### config.mk
export PLATFORM = sky130hd
export DESIGN_NAME = cw_lite_top
export DESIGN_NICKNAME = d
export VERILOG_FILES = /design/src/cw_reg_pkg.sv /design/src/cw_target_pkg.sv /design/src/usb_reg_bridge.sv /design/src/reg_trigger.sv /design/src/reg_glitch.sv /design/src/reg_target_io.sv /design/src/cw_lite_top.sv
export SDC_FILE = /design/constraint.sdc
export NUM_CORES = 1
export LEC_CHECK = 0
export BUFFER_PORTS_ARGS = -buffer_cell sky130_fd_sc_hd__clkbuf_2
export CORE_MARGIN = 2
export CORE_UTILIZATION = 30
export CTS_CLUSTER_SIZE = 8
export DETAILED_ROUTE_END_ITERATION = 10
export PLACE_DENSITY_LB_ADDON = 0.12
export SLEW_MARGIN = 20
export SYNTH_ARGS = -nofsm -noshare
export SYNTH_HDL_FRONTEND = slang
export SYNTH_HIERARCHICAL = 1
export SYNTH_SLANG_ARGS = --single-unit
### constraint.sdc
create_clock -name clk_usb -period 2.07 [get_ports clk_usb]
set_clock_uncertainty 0.15 [all_clocks]
set_input_delay 0.3105 -clock clk_usb [delete_from_list [all_inputs] [get_ports clk_usb]]
set_output_delay 0.3105 -clock clk_usb [all_outputs]
set_load 0.02 [all_outputs]
### src/cw_reg_pkg.sv
package cw_reg_pkg;

	// Register bus widths
	localparam int REG_ADDR_W = 6;
	localparam int REG_DATA_W = 8;
	localparam int REG_BCNT_W = 8;

	// Register map
	// Trigger config: [3:0] IO mask, [4] mode (0 = OR, 1 = AND)
	localparam logic [REG_ADDR_W-1:0] REG_TRIG_CFG = REG_ADDR_W'(1);

	// Glitch offset is two bytes, low byte at byte count 0
	localparam logic [REG_ADDR_W-1:0] REG_GLITCH_OFFSET = REG_ADDR_W'(2);
	localparam logic [REG_ADDR_W-1:0] REG_GLITCH_WIDTH = REG_ADDR_W'(3);

	// Target control: [0] AVR programming enable, [1] target power off
	localparam logic [REG_ADDR_W-1:0] REG_TARGET_CTRL = REG_ADDR_W'(4);

endpackage

### src/cw_target_pkg.sv
package cw_target_pkg;

	// Target IO lines feeding the trigger
	localparam int NUM_TRIG_IO = 4;

	// Flops per line in the IO synchronizer
	localparam int SYNC_STAGES = 2;

	// Glitch generator counters
	localparam int GLITCH_OFS_W = 16;
	localparam int GLITCH_WIDTH_W = 8;

endpackage

### src/usb_reg_bridge.sv
`timescale 1ns/1ns

module usb_reg_bridge import cw_reg_pkg::*; (
	input  logic                  clk_usb,
	input  logic                  rst_n_i,

	// USB parallel bus, strobes active low
	input  logic [REG_ADDR_W-1:0] usb_addr_i,
	input  logic [REG_DATA_W-1:0] usb_data_i,
	input  logic                  usb_aleN_i,
	input  logic                  usb_cen_i,
	input  logic                  usb_wrn_i,
	input  logic                  usb_rdn_i,
	output logic [REG_DATA_W-1:0] usb_data_o,
	output logic                  usb_data_oe_o,

	// Register bus
	output logic [REG_ADDR_W-1:0] reg_addr_o,
	output logic [REG_BCNT_W-1:0] reg_bcnt_o,
	output logic [REG_DATA_W-1:0] reg_wdata_o,
	output logic                  reg_write_o,
	output logic                  reg_read_o,
	input  logic [REG_DATA_W-1:0] reg_rdata_trig_i,
	input  logic [REG_DATA_W-1:0] reg_rdata_glitch_i,
	input  logic [REG_DATA_W-1:0] reg_rdata_target_i
);

	logic [REG_ADDR_W-1:0] addr_q;
	logic [REG_DATA_W-1:0] data_q;
	logic                  ale_n_q;
	logic                  cen_q;
	logic                  wrn_q;
	logic                  rdn_q;
	logic                  wr_sel;
	logic                  rd_sel;
	logic                  wr_sel_d;
	logic                  rd_sel_d;
	logic                  wr_start;
	logic                  xfer_done;
	logic [REG_DATA_W-1:0] rdata_or;
	logic [REG_DATA_W-1:0] rdata_q;

	// Bus sampling, strobes idle high
	always_ff @(posedge clk_usb or negedge rst_n_i) begin
		if (!rst_n_i) begin
			ale_n_q <= 1'b1;
			cen_q   <= 1'b1;
			wrn_q   <= 1'b1;
			rdn_q   <= 1'b1;
		end else begin
			ale_n_q <= usb_aleN_i;
			cen_q   <= usb_cen_i;
			wrn_q   <= usb_wrn_i;
			rdn_q   <= usb_rdn_i;
		end
	end

	always_ff @(posedge clk_usb) begin
		addr_q <= usb_addr_i;
		data_q <= usb_data_i;
	end

	assign wr_sel = !cen_q && !wrn_q;
	assign rd_sel = !cen_q && !rdn_q;
	assign wr_start = wr_sel && !wr_sel_d; // First cycle of a write
	assign xfer_done = (wr_sel_d && !wr_sel) || (rd_sel_d && !rd_sel);

	always_ff @(posedge clk_usb or negedge rst_n_i) begin
		if (!rst_n_i) begin
			wr_sel_d      <= 1'b0;
			rd_sel_d      <= 1'b0;
			reg_write_o   <= 1'b0;
			reg_read_o    <= 1'b0;
			usb_data_oe_o <= 1'b0;
			reg_addr_o    <= '0;
			reg_bcnt_o    <= '0;
		end else begin
			wr_sel_d      <= wr_sel;
			rd_sel_d      <= rd_sel;
			reg_write_o   <= wr_start;
			reg_read_o    <= rd_sel && !rd_sel_d;
			usb_data_oe_o <= rd_sel; // Drive bus only during a read
			if (!ale_n_q) begin
				reg_addr_o <= addr_q;
				reg_bcnt_o <= '0; // New address restarts the byte count
			end else if (xfer_done) begin
				reg_bcnt_o <= reg_bcnt_o + 1'b1;
			end
		end
	end

	always_ff @(posedge clk_usb) begin
		if (wr_start) reg_wdata_o <= data_q;
	end

	// Blocks return zero when not addressed
	assign rdata_or = reg_rdata_trig_i | reg_rdata_glitch_i | reg_rdata_target_i;

	always_ff @(posedge clk_usb) begin
		if (reg_read_o) rdata_q <= rdata_or; // Held until the next read
		usb_data_o <= rdata_q;
	end

endmodule

### src/reg_trigger.sv
`timescale 1ns/1ns

module reg_trigger import cw_reg_pkg::*, cw_target_pkg::*; (
	input  logic                   clk_usb,
	input  logic                   rst_n_i,
	input  logic [REG_ADDR_W-1:0]  reg_addr_i,
	input  logic [REG_BCNT_W-1:0]  reg_bcnt_i,
	input  logic [REG_DATA_W-1:0]  reg_wdata_i,
	input  logic                   reg_write_i,
	output logic [REG_DATA_W-1:0]  reg_rdata_o,
	input  logic [NUM_TRIG_IO-1:0] target_io_i,
	output logic                   trigger_o
);

	logic                   cfg_sel;
	logic [NUM_TRIG_IO:0]   cfg_q; // Mask plus mode bit
	logic [NUM_TRIG_IO-1:0] io_mask;
	logic                   mode_and;
	logic [NUM_TRIG_IO-1:0] sync_q [SYNC_STAGES];
	logic [NUM_TRIG_IO-1:0] io_masked;
	logic                   trig_next;

	assign cfg_sel = (reg_addr_i == REG_TRIG_CFG) && (reg_bcnt_i == '0);
	assign io_mask = cfg_q[NUM_TRIG_IO-1:0];
	assign mode_and = cfg_q[NUM_TRIG_IO];

	always_ff @(posedge clk_usb or negedge rst_n_i) begin
		if (!rst_n_i) begin
			cfg_q <= '0;
		end else if (reg_write_i && cfg_sel) begin
			cfg_q <= reg_wdata_i[NUM_TRIG_IO:0];
		end
	end

	assign reg_rdata_o = cfg_sel ? {{(REG_DATA_W-NUM_TRIG_IO-1){1'b0}}, cfg_q} : '0;

	// IO synchronizer chain
	always_ff @(posedge clk_usb or negedge rst_n_i) begin
		if (!rst_n_i) begin
			for (int i = 0; i < SYNC_STAGES; i++) sync_q[i] <= '0;
		end else begin
			sync_q[0] <= target_io_i;
			for (int i = 1; i < SYNC_STAGES; i++) sync_q[i] <= sync_q[i-1];
		end
	end

	assign io_masked = sync_q[SYNC_STAGES-1] & io_mask;

	always_comb begin
		if (mode_and)
			trig_next = (io_masked == io_mask) && (io_mask != '0); // Empty mask never fires
		else
			trig_next = |io_masked;
	end

	always_ff @(posedge clk_usb or negedge rst_n_i) begin
		if (!rst_n_i) trigger_o <= 1'b0;
		else trigger_o <= trig_next;
	end

endmodule

### src/reg_glitch.sv
`timescale 1ns/1ns

module reg_glitch import cw_reg_pkg::*, cw_target_pkg::*; (
	input  logic                  clk_usb,
	input  logic                  rst_n_i,
	input  logic [REG_ADDR_W-1:0] reg_addr_i,
	input  logic [REG_BCNT_W-1:0] reg_bcnt_i,
	input  logic [REG_DATA_W-1:0] reg_wdata_i,
	input  logic                  reg_write_i,
	output logic [REG_DATA_W-1:0] reg_rdata_o,
	input  logic                  trigger_i,
	output logic                  glitch_o
);

	typedef enum logic [1:0] {
		ST_IDLE,
		ST_DELAY,
		ST_PULSE,
		ST_WAIT_REL
	} state_t;

	state_t                    state;
	logic                      ofs_lo_sel;
	logic                      ofs_hi_sel;
	logic                      width_sel;
	logic [GLITCH_OFS_W-1:0]   ofs_q;
	logic [GLITCH_WIDTH_W-1:0] width_q;
	logic [GLITCH_OFS_W-1:0]   ofs_cnt;
	logic [GLITCH_WIDTH_W-1:0] wid_cnt;
	logic                      fire;

	assign ofs_lo_sel = (reg_addr_i == REG_GLITCH_OFFSET) && (reg_bcnt_i == '0);
	assign ofs_hi_sel = (reg_addr_i == REG_GLITCH_OFFSET) && (reg_bcnt_i == REG_BCNT_W'(1));
	assign width_sel = (reg_addr_i == REG_GLITCH_WIDTH) && (reg_bcnt_i == '0);

	always_ff @(posedge clk_usb or negedge rst_n_i) begin
		if (!rst_n_i) begin
			ofs_q   <= '0;
			width_q <= '0;
		end else if (reg_write_i) begin
			if (ofs_lo_sel) ofs_q[REG_DATA_W-1:0] <= reg_wdata_i;
			if (ofs_hi_sel) ofs_q[REG_DATA_W +: REG_DATA_W] <= reg_wdata_i;
			if (width_sel) width_q <= reg_wdata_i;
		end
	end

	always_comb begin
		reg_rdata_o = '0;
		if (ofs_lo_sel) reg_rdata_o = ofs_q[REG_DATA_W-1:0];
		else if (ofs_hi_sel) reg_rdata_o = ofs_q[REG_DATA_W +: REG_DATA_W];
		else if (width_sel) reg_rdata_o = width_q;
	end

	// Offset reached, zero offset fires straight from idle
	assign fire = ((state == ST_IDLE) && trigger_i && (ofs_q == '0)) ||
		((state == ST_DELAY) && (ofs_cnt == ofs_q));

	always_ff @(posedge clk_usb or negedge rst_n_i) begin
		if (!rst_n_i) begin
			state    <= ST_IDLE;
			ofs_cnt  <= '0;
			wid_cnt  <= '0;
			glitch_o <= 1'b0;
		end else begin
			case (state)
				ST_IDLE: begin
					if (trigger_i) begin
						ofs_cnt <= GLITCH_OFS_W'(1);
						state   <= ST_DELAY;
					end
				end
				ST_DELAY: ofs_cnt <= ofs_cnt + 1'b1;
				ST_PULSE: begin
					if (wid_cnt == width_q) begin
						glitch_o <= 1'b0;
						state    <= ST_WAIT_REL;
					end else begin
						wid_cnt <= wid_cnt + 1'b1;
					end
				end
				ST_WAIT_REL: if (!trigger_i) state <= ST_IDLE; // Rearm
				default: state <= ST_IDLE;
			endcase
			if (fire) begin
				if (width_q != '0) begin
					wid_cnt  <= GLITCH_WIDTH_W'(1);
					glitch_o <= 1'b1;
					state    <= ST_PULSE;
				end else begin
					state <= ST_WAIT_REL; // Zero width, no pulse
				end
			end
		end
	end

endmodule

### src/reg_target_io.sv
`timescale 1ns/1ns

module reg_target_io import cw_reg_pkg::*; (
	input  logic                  clk_usb,
	input  logic                  rst_n_i,
	input  logic [REG_ADDR_W-1:0] reg_addr_i,
	input  logic [REG_BCNT_W-1:0] reg_bcnt_i,
	input  logic [REG_DATA_W-1:0] reg_wdata_i,
	input  logic                  reg_write_i,
	output logic [REG_DATA_W-1:0] reg_rdata_o,

	// SPI and reset from the USB controller
	input  logic                  usb_spi_sck_i,
	input  logic                  usb_spi_mosi_i,
	input  logic                  usb_treset_i,
	output logic                  usb_spi_miso_o,

	// Target side
	input  logic                  target_miso_i,
	input  logic                  ext_miso_i,
	output logic                  target_sck_o,
	output logic                  target_mosi_o,
	output logic                  target_nrst_o,
	output logic                  target_prog_oe_o,
	output logic                  target_npower_o
);

	logic       ctrl_sel;
	logic [1:0] ctrl_q;
	logic       prog_en;

	assign ctrl_sel = (reg_addr_i == REG_TARGET_CTRL) && (reg_bcnt_i == '0);

	always_ff @(posedge clk_usb or negedge rst_n_i) begin
		if (!rst_n_i) begin
			ctrl_q <= '0;
		end else if (reg_write_i && ctrl_sel) begin
			ctrl_q <= reg_wdata_i[1:0];
		end
	end

	assign reg_rdata_o = ctrl_sel ? {{(REG_DATA_W-2){1'b0}}, ctrl_q} : '0;

	assign prog_en = ctrl_q[0]; // AVR programming passthrough

	// Pins released to the target when not programming
	assign target_prog_oe_o = prog_en;
	assign target_sck_o = prog_en ? usb_spi_sck_i : 1'b0;
	assign target_mosi_o = prog_en ? usb_spi_mosi_i : 1'b0;
	assign target_nrst_o = prog_en ? usb_treset_i : 1'b0;

	// MISO from target while programming, else external header
	assign usb_spi_miso_o = prog_en ? target_miso_i : ext_miso_i;

	assign target_npower_o = ctrl_q[1];

endmodule

### src/cw_lite_top.sv
`timescale 1ns/1ns

module cw_lite_top import cw_reg_pkg::*, cw_target_pkg::*; (
	input  logic                   clk_usb,
	input  logic                   rst_n_i,

	// USB parallel bus
	input  logic [REG_ADDR_W-1:0]  usb_addr_i,
	input  logic [REG_DATA_W-1:0]  usb_data_i,
	input  logic                   usb_aleN_i,
	input  logic                   usb_cen_i,
	input  logic                   usb_wrn_i,
	input  logic                   usb_rdn_i,
	output logic [REG_DATA_W-1:0]  usb_data_o,
	output logic                   usb_data_oe_o,

	// Trigger and glitch
	input  logic [NUM_TRIG_IO-1:0] target_io_i,
	output logic                   trigger_o,
	output logic                   glitch_o,

	// AVR programming and power
	input  logic                   usb_spi_sck_i,
	input  logic                   usb_spi_mosi_i,
	input  logic                   usb_treset_i,
	output logic                   usb_spi_miso_o,
	input  logic                   target_miso_i,
	input  logic                   ext_miso_i,
	output logic                   target_sck_o,
	output logic                   target_mosi_o,
	output logic                   target_nrst_o,
	output logic                   target_prog_oe_o,
	output logic                   target_npower_o
);

	logic [REG_ADDR_W-1:0] reg_addr;
	logic [REG_BCNT_W-1:0] reg_bcnt;
	logic [REG_DATA_W-1:0] reg_wdata;
	logic                  reg_write;
	logic [REG_DATA_W-1:0] reg_rdata_trig;
	logic [REG_DATA_W-1:0] reg_rdata_glitch;
	logic [REG_DATA_W-1:0] reg_rdata_target;

	usb_reg_bridge usb_reg_bridge_inst (
		.clk_usb(clk_usb),
		.rst_n_i(rst_n_i),
		.usb_addr_i(usb_addr_i),
		.usb_data_i(usb_data_i),
		.usb_aleN_i(usb_aleN_i),
		.usb_cen_i(usb_cen_i),
		.usb_wrn_i(usb_wrn_i),
		.usb_rdn_i(usb_rdn_i),
		.usb_data_o(usb_data_o),
		.usb_data_oe_o(usb_data_oe_o),
		.reg_addr_o(reg_addr),
		.reg_bcnt_o(reg_bcnt),
		.reg_wdata_o(reg_wdata),
		.reg_write_o(reg_write),
		.reg_read_o(), // Blocks return data combinationally, no read side effects
		.reg_rdata_trig_i(reg_rdata_trig),
		.reg_rdata_glitch_i(reg_rdata_glitch),
		.reg_rdata_target_i(reg_rdata_target)
	);

	reg_trigger reg_trigger_inst (
		.clk_usb(clk_usb),
		.rst_n_i(rst_n_i),
		.reg_addr_i(reg_addr),
		.reg_bcnt_i(reg_bcnt),
		.reg_wdata_i(reg_wdata),
		.reg_write_i(reg_write),
		.reg_rdata_o(reg_rdata_trig),
		.target_io_i(target_io_i),
		.trigger_o(trigger_o)
	);

	reg_glitch reg_glitch_inst (
		.clk_usb(clk_usb),
		.rst_n_i(rst_n_i),
		.reg_addr_i(reg_addr),
		.reg_bcnt_i(reg_bcnt),
		.reg_wdata_i(reg_wdata),
		.reg_write_i(reg_write),
		.reg_rdata_o(reg_rdata_glitch),
		.trigger_i(trigger_o),
		.glitch_o(glitch_o)
	);

	reg_target_io reg_target_io_inst (
		.clk_usb(clk_usb),
		.rst_n_i(rst_n_i),
		.reg_addr_i(reg_addr),
		.reg_bcnt_i(reg_bcnt),
		.reg_wdata_i(reg_wdata),
		.reg_write_i(reg_write),
		.reg_rdata_o(reg_rdata_target),
		.usb_spi_sck_i(usb_spi_sck_i),
		.usb_spi_mosi_i(usb_spi_mosi_i),
		.usb_treset_i(usb_treset_i),
		.usb_spi_miso_o(usb_spi_miso_o),
		.target_miso_i(target_miso_i),
		.ext_miso_i(ext_miso_i),
		.target_sck_o(target_sck_o),
		.target_mosi_o(target_mosi_o),
		.target_nrst_o(target_nrst_o),
		.target_prog_oe_o(target_prog_oe_o),
		.target_npower_o(target_npower_o)
	);

endmodule

# Word-level counts from Yosys, hierarchy flattened
# Index checks and enable logic that the tools add are counted.
# word_totals
out_inout_bits	17
in_bits	29
register_bits	127
word_cells	116
# classes
n_eq_ne	16
bitwise	3
n_reduce_logical	39
add_sub_neg	3
mux	28
# ops
operator	n
$mux W8	9
$pmux W16 S2	1
$logic_and A1 B1 Y1	17
$add A16 B1 Y16 const B	1
$add A8 B1 Y8 const B	2
$eq A16 B16 Y1	1
$logic_not A16 Y1	1
$mux W16	1
$or A8 B8 Y8	2
$eq A6 B2 Y1 const B	2
$mux W1	10
$mux W2	5
$eq A8 B1 Y1 const B	1
$eq A8 B8 Y1	1
$logic_not A8 Y1	1
$reduce_and A2 Y1	4
$reduce_bool A4 Y1	2
$reduce_bool A8 Y1	1
$logic_not A1 Y1	7
$eq A6 B1 Y1 const B	1
$eq A6 B3 Y1 const B	1
$ne A3 B2 Y1 const B	2
$pmux W2 S3	1
$mux W5	1
other kinds (11)	14

# Longest topological paths before layout
# depth
ltp_word	7
ltp_mapped	6
depth_no_buf	6

# Hierarchy
# The synthesis kept the hierarchy.
# modules_own_cells
module	cells_per_inst	seq_area_each_um2	instances	area_each_um2
reg_glitch	270	1276.2	1	2845.2
usb_reg_bridge	117	1476.4	1	1875.5
reg_trigger	43	350.3	1	593.1
reg_target_io	26	50.0	1	260.2

# Least setup slack after synthesis
# OpenSTA, ideal clock, no wires.
# synth_timing
kind	register -> register
startpoint	reg usb_reg_bridge_inst.reg_bcnt_o[2]
endpoint	reg reg_glitch_inst.ofs_q[0]
setup_ps	125
period_less_slack_ps	2118
required_ps	1795
arrival_ps	1843
path_stages_with_launch	7
setup_slack_ps	-48
cell_sequence	dfrtp_1 -> nor4_2 -> nand3_2 -> nor3_4 -> and2_1 -> buf_4 -> mux2_2
# synth_between
elab_chain_len	3
# synth_lines
element	line	rtl
from (decl)	usb_reg_bridge.sv:19	output logic [REG_BCNT_W-1:0] reg_bcnt_o,
from (signal assigned)	usb_reg_bridge.sv:87	reg_bcnt_o <= reg_bcnt_o + 1'b1;
$logic_not A8 Y1	reg_glitch.sv:32	assign ofs_lo_sel = (reg_addr_i == REG_GLITCH_OFFSET) && (reg_bcnt_i == '0);
$logic_and A1 B1 Y1	reg_glitch.sv:32	
$reduce_and A2 Y1 (no line)	-	
to (signal, indexed assignment)	reg_glitch.sv:41	if (ofs_lo_sel) ofs_q[REG_DATA_W-1:0] <= reg_wdata_i;
to (signal, indexed assignment)	reg_glitch.sv:42	if (ofs_hi_sel) ofs_q[REG_DATA_W +: REG_DATA_W] <= reg_wdata_i;
to (decl)	reg_glitch.sv:26	logic [GLITCH_OFS_W-1:0] ofs_q;
# No other way between the ends.
# A chain may end at the register's enable or synchronous reset.

# Final worst setup path
# layout_timing
startpoint	reg usb_reg_bridge_inst.reg_bcnt_o[2]
endpoint	reg reg_trigger_inst.cfg_q[3]
# layout_between
elab_chain_len	3
# layout_lines
element	line	rtl
$logic_not A8 Y1	reg_trigger.sv:23	assign cfg_sel = (reg_addr_i == REG_TRIG_CFG) && (reg_bcnt_i == '0);
$logic_and A1 B1 Y1	reg_trigger.sv:23	
$logic_and A1 B1 Y1	reg_trigger.sv:30	end else if (reg_write_i && cfg_sel) begin
to (signal assigned)	reg_trigger.sv:31	cfg_q <= reg_wdata_i[NUM_TRIG_IO:0];
to (decl)	reg_trigger.sv:16	logic [NUM_TRIG_IO:0] cfg_q;
# No other way between the ends.

==> flow_summary.ini <==
[status]
status = complete, but fails checks
violations = negative setup slack

[synth]
synth_common_cells = dfrtp_1 (85), nand2_1 (38), mux2_2 (28)
ys_async_sr_fraction_pct = 70.1
synth_warnings = 6
ys_ff_latch = 127
avgSynthCellArea_um2 = 12.2
yosysMostFrequentCell = dfrtp_1
yosysUniqueCellTypes = 65
ys_seq_area_share_pct = 56.6
synth_edf_count = 16
netlist_top_cells_area = dfrtp_1 (38%), edfxtp_1 (8.6%), dfxtp_1 (7.9%), mux2_2 (5.7%), xor2_1 (3.3%)
netlist_instances = 456
yosysTopAreaCell = dfrtp_1
yosys_most_used_dff = dfrtp_1
synth_area_um2 = 5570
synth_top_area_share_pct = 38.2

[drt]
drcViolationCount = 0
drt-total-wl_mm = 13.2
num_vias = 3926
wire_per_inst_um = 15.8
dr.pass1.iters = 5
drt_iter0_markers = 184
drt-vias-per-instance = 4.70
ant_nets = 0

[setup_path]
r2r_slack_ps = -20
cp-startpoint = usb_reg_bridge_inst/reg_bcnt_o[2]
crit_required_ps = 2220
crit_end = reg_trigger_inst/cfg_q[3]
worst-r2r-cell-count = 4
end_kind = register
r2r_end = reg_trigger_inst/cfg_q[3]
start_kind = register
worstPathArrival_ps = 2240
r2r-start = usb_reg_bridge_inst/reg_bcnt_o[2]
critPathMaxFanout = 5
criticalPathCategory = reg -> reg

[run]
max_cap_viol_count = 0

[die]
fp.dieW_um = 140
ios = 46
num_rows = 49
coreArea_um2 = 18100
initial_core_util_pct = 30.8
dieArea_um2 = 19700
die_height_um = 140

[grt]
antenna_found_initial = 0
track_usage_pct = 14.0
grt_max_degree = 42
grt_pass1_vias = 3868
grt-ovfl-total = 0
grt_first_pass_wirelength_mm = 21.1

[clocking]
cts-root-buf = clkbuf_16
cts_buffers = 17
clock-sinks = 127
clock_path_buffers = 2
htreeDepth = 4
cts_tree = built
insertion_delay_ps = 410
cts.clk_slew.worst_paths_ps = 60

[power]
p_per_area_nw_per_um2 = 969
power_mw = 7.21
p_leak_nw = 3.47
worst_ir_drop_vdd_v = 0.000522

[sta]
rsz0062_at_grt = true
finalCriticalPeriod_ps = 2090
fmax_ghz = 0.478
finalCritPeriodShare_pct = 101
hold_viol_final = 0
setup-tns-final_ps = -40.8
setup_viol = 2
maxSlewViolCount = 0
worst_slack_ps = -20.6

[placement]
finalWeightedCongestion = 0.800
post-place-ws_ps = -98.1
placed_cells = 775
portBuffers = 45
postPlaceCellArea_um2 = 6440
place_hpwl_mm = 9.62

[final_layout]
drive_gt1_share_pct = 35.1
area_growth_syn_to_layout_pct = 33.4
n_antenna_cell = 0
design_area_um2 = 7430
layout.cells.non_filler = 836
nets = 626

[hold_path]
hp-class = reg -> reg
-- metrics by stage --
step | hold slack, ps | utilization [%]
after floorplan | -135 | -
after global placement | 137 | 35.6
after detailed placement | 142 | 35.6
after CTS | 190 | 40.6
after global routing | 198 | 41.1
final | 189 | 41.1
-- worst max-delay path, cell delays in order, from the launching register on --
cell and delay, ps:
dfrtp_2 440, or4_4 590, nor4_4 280, buf_4 190, mux2_2 330
-- registers in the layout (all words and copies together), names as in the netlist, 8 cells and up --
signal                           count
usb_reg_bridge_inst/rdata_q          8
reg_glitch_inst/ofs_q               16
usb_reg_bridge_inst/reg_bcnt_o       8
reg_glitch_inst/width_q              8
usb_reg_bridge_inst/reg_wdata_o      8
reg_trigger_inst/sync_q              8
usb_reg_bridge_inst/usb_data_o       8
usb_reg_bridge_inst/data_q           8
reg_glitch_inst/wid_cnt              8
reg_glitch_inst/ofs_cnt             16
-- layer usage --
layer / track usage (%) / vias to the layer above / share of wire, %
met4: 5.79 / 0 / 1.6
met1: 19.5 / 1913 / 50
met5: 0 / - / 0
met3: 2.87 / 19 / 2.9
li1: - / 1923 / -
met2: 21.3 / 71 / 46
-- cells in the final DEF (no fill, tap or decap), drive strengths merged, types with 3 or more instances in the layout --
| cell type | count |
|---|---|
| dfrtp | 85 |
| clkbuf | 65 |
| buf | 62 |
| nand2 | 40 |
| mux2 | 38 |
| dlygate4sd3 | 23 |
| dfxtp | 22 |
| xor2 | 21 |
| edfxtp | 16 |
| inv | 16 |
| nor2 | 16 |
| and2 | 15 |
| o21ai | 15 |
| nand3 | 13 |
| nor4 | 13 |
| xnor2 | 11 |
| nand4 | 11 |
| or3 | 11 |
| a21oi | 9 |
| conb | 9 |
| mux2i | 8 |
| nor3 | 8 |
| a22oi | 7 |
| nand2b | 7 |
| or4 | 7 |
| clkinv | 6 |
| a222oi | 5 |
| nor3b | 5 |
| a31oi | 4 |
| dfstp | 4 |
| clkinvlp | 3 |
| nor4b | 3 |
| a22o | 3 |
| ha | 3 |
| a211oi | 3 |
-- timing repair --
action,in CTS,in global routing
hold buffers,23,0
pin swaps,7,11
setup buffers,5,2
setup endpoints to repair,23,35
gates resized for setup,11,20
hold endpoints to repair,50,0
-- worst min path at each step --
stage | start | endpoint | slack, ps | cells after the start
2_1_floorplan | rst_n_i | reg_glitch_inst/glitch_o | -140 | 0
3_3_place_gp | rst_n_i | reg_glitch_inst/wid_cnt[0] | 140 | 1
3_5_place_dp | rst_n_i | reg_glitch_inst/wid_cnt[0] | 140 | 1
4_1_cts | usb_reg_bridge_inst/rdata_q[4] | usb_reg_bridge_inst/usb_data_o[4] | 190 | 0
5_1_grt | usb_reg_bridge_inst/rdata_q[6] | usb_reg_bridge_inst/usb_data_o[6] | 200 | 0
6_report | usb_reg_bridge_inst/rdata_q[4] | usb_reg_bridge_inst/usb_data_o[4] | 190 | 0
-- kinds of logic after synthesis --
group | count (synthesis) | share of synthesized area, %
XOR/XNOR | 32 | 5.03
AND/OR/NAND/NOR | 156 | 17.5
AO/OA/AOI/OAI | 58 | 7.34
other | 2 | 0.135
adder cells (fa/ha/maj) | 3 | 0.673
multiplexers | 46 | 9.79
flip-flops | 127 | 56.6
buffers and inverters | 32 | 3.01
-- power breakdown --
group | total, mW | leakage, nW | internal, mW | switching [mW]
combinational | 1.36 | 1.70 | 0.633 | 0.729
clock | 2.87 | 0.275 | 1.76 | 1.11
sequential | 2.98 | 1.50 | 2.75 | 0.231
total | 7.21 | 3.47 | 5.14 | 2.07
-- layout make-up --
type,instances,area [um^2]
Multi-Input combinational cell,304,2390
Clock inverter,11,108
Tap cell,229,287
Timing Repair Buffer,129,960
Inverter,15,56.3
Fill cell,1701,10700
Clock buffer,21,472
Sequential cell,127,3160
Power figures use the tool's default switching activity.
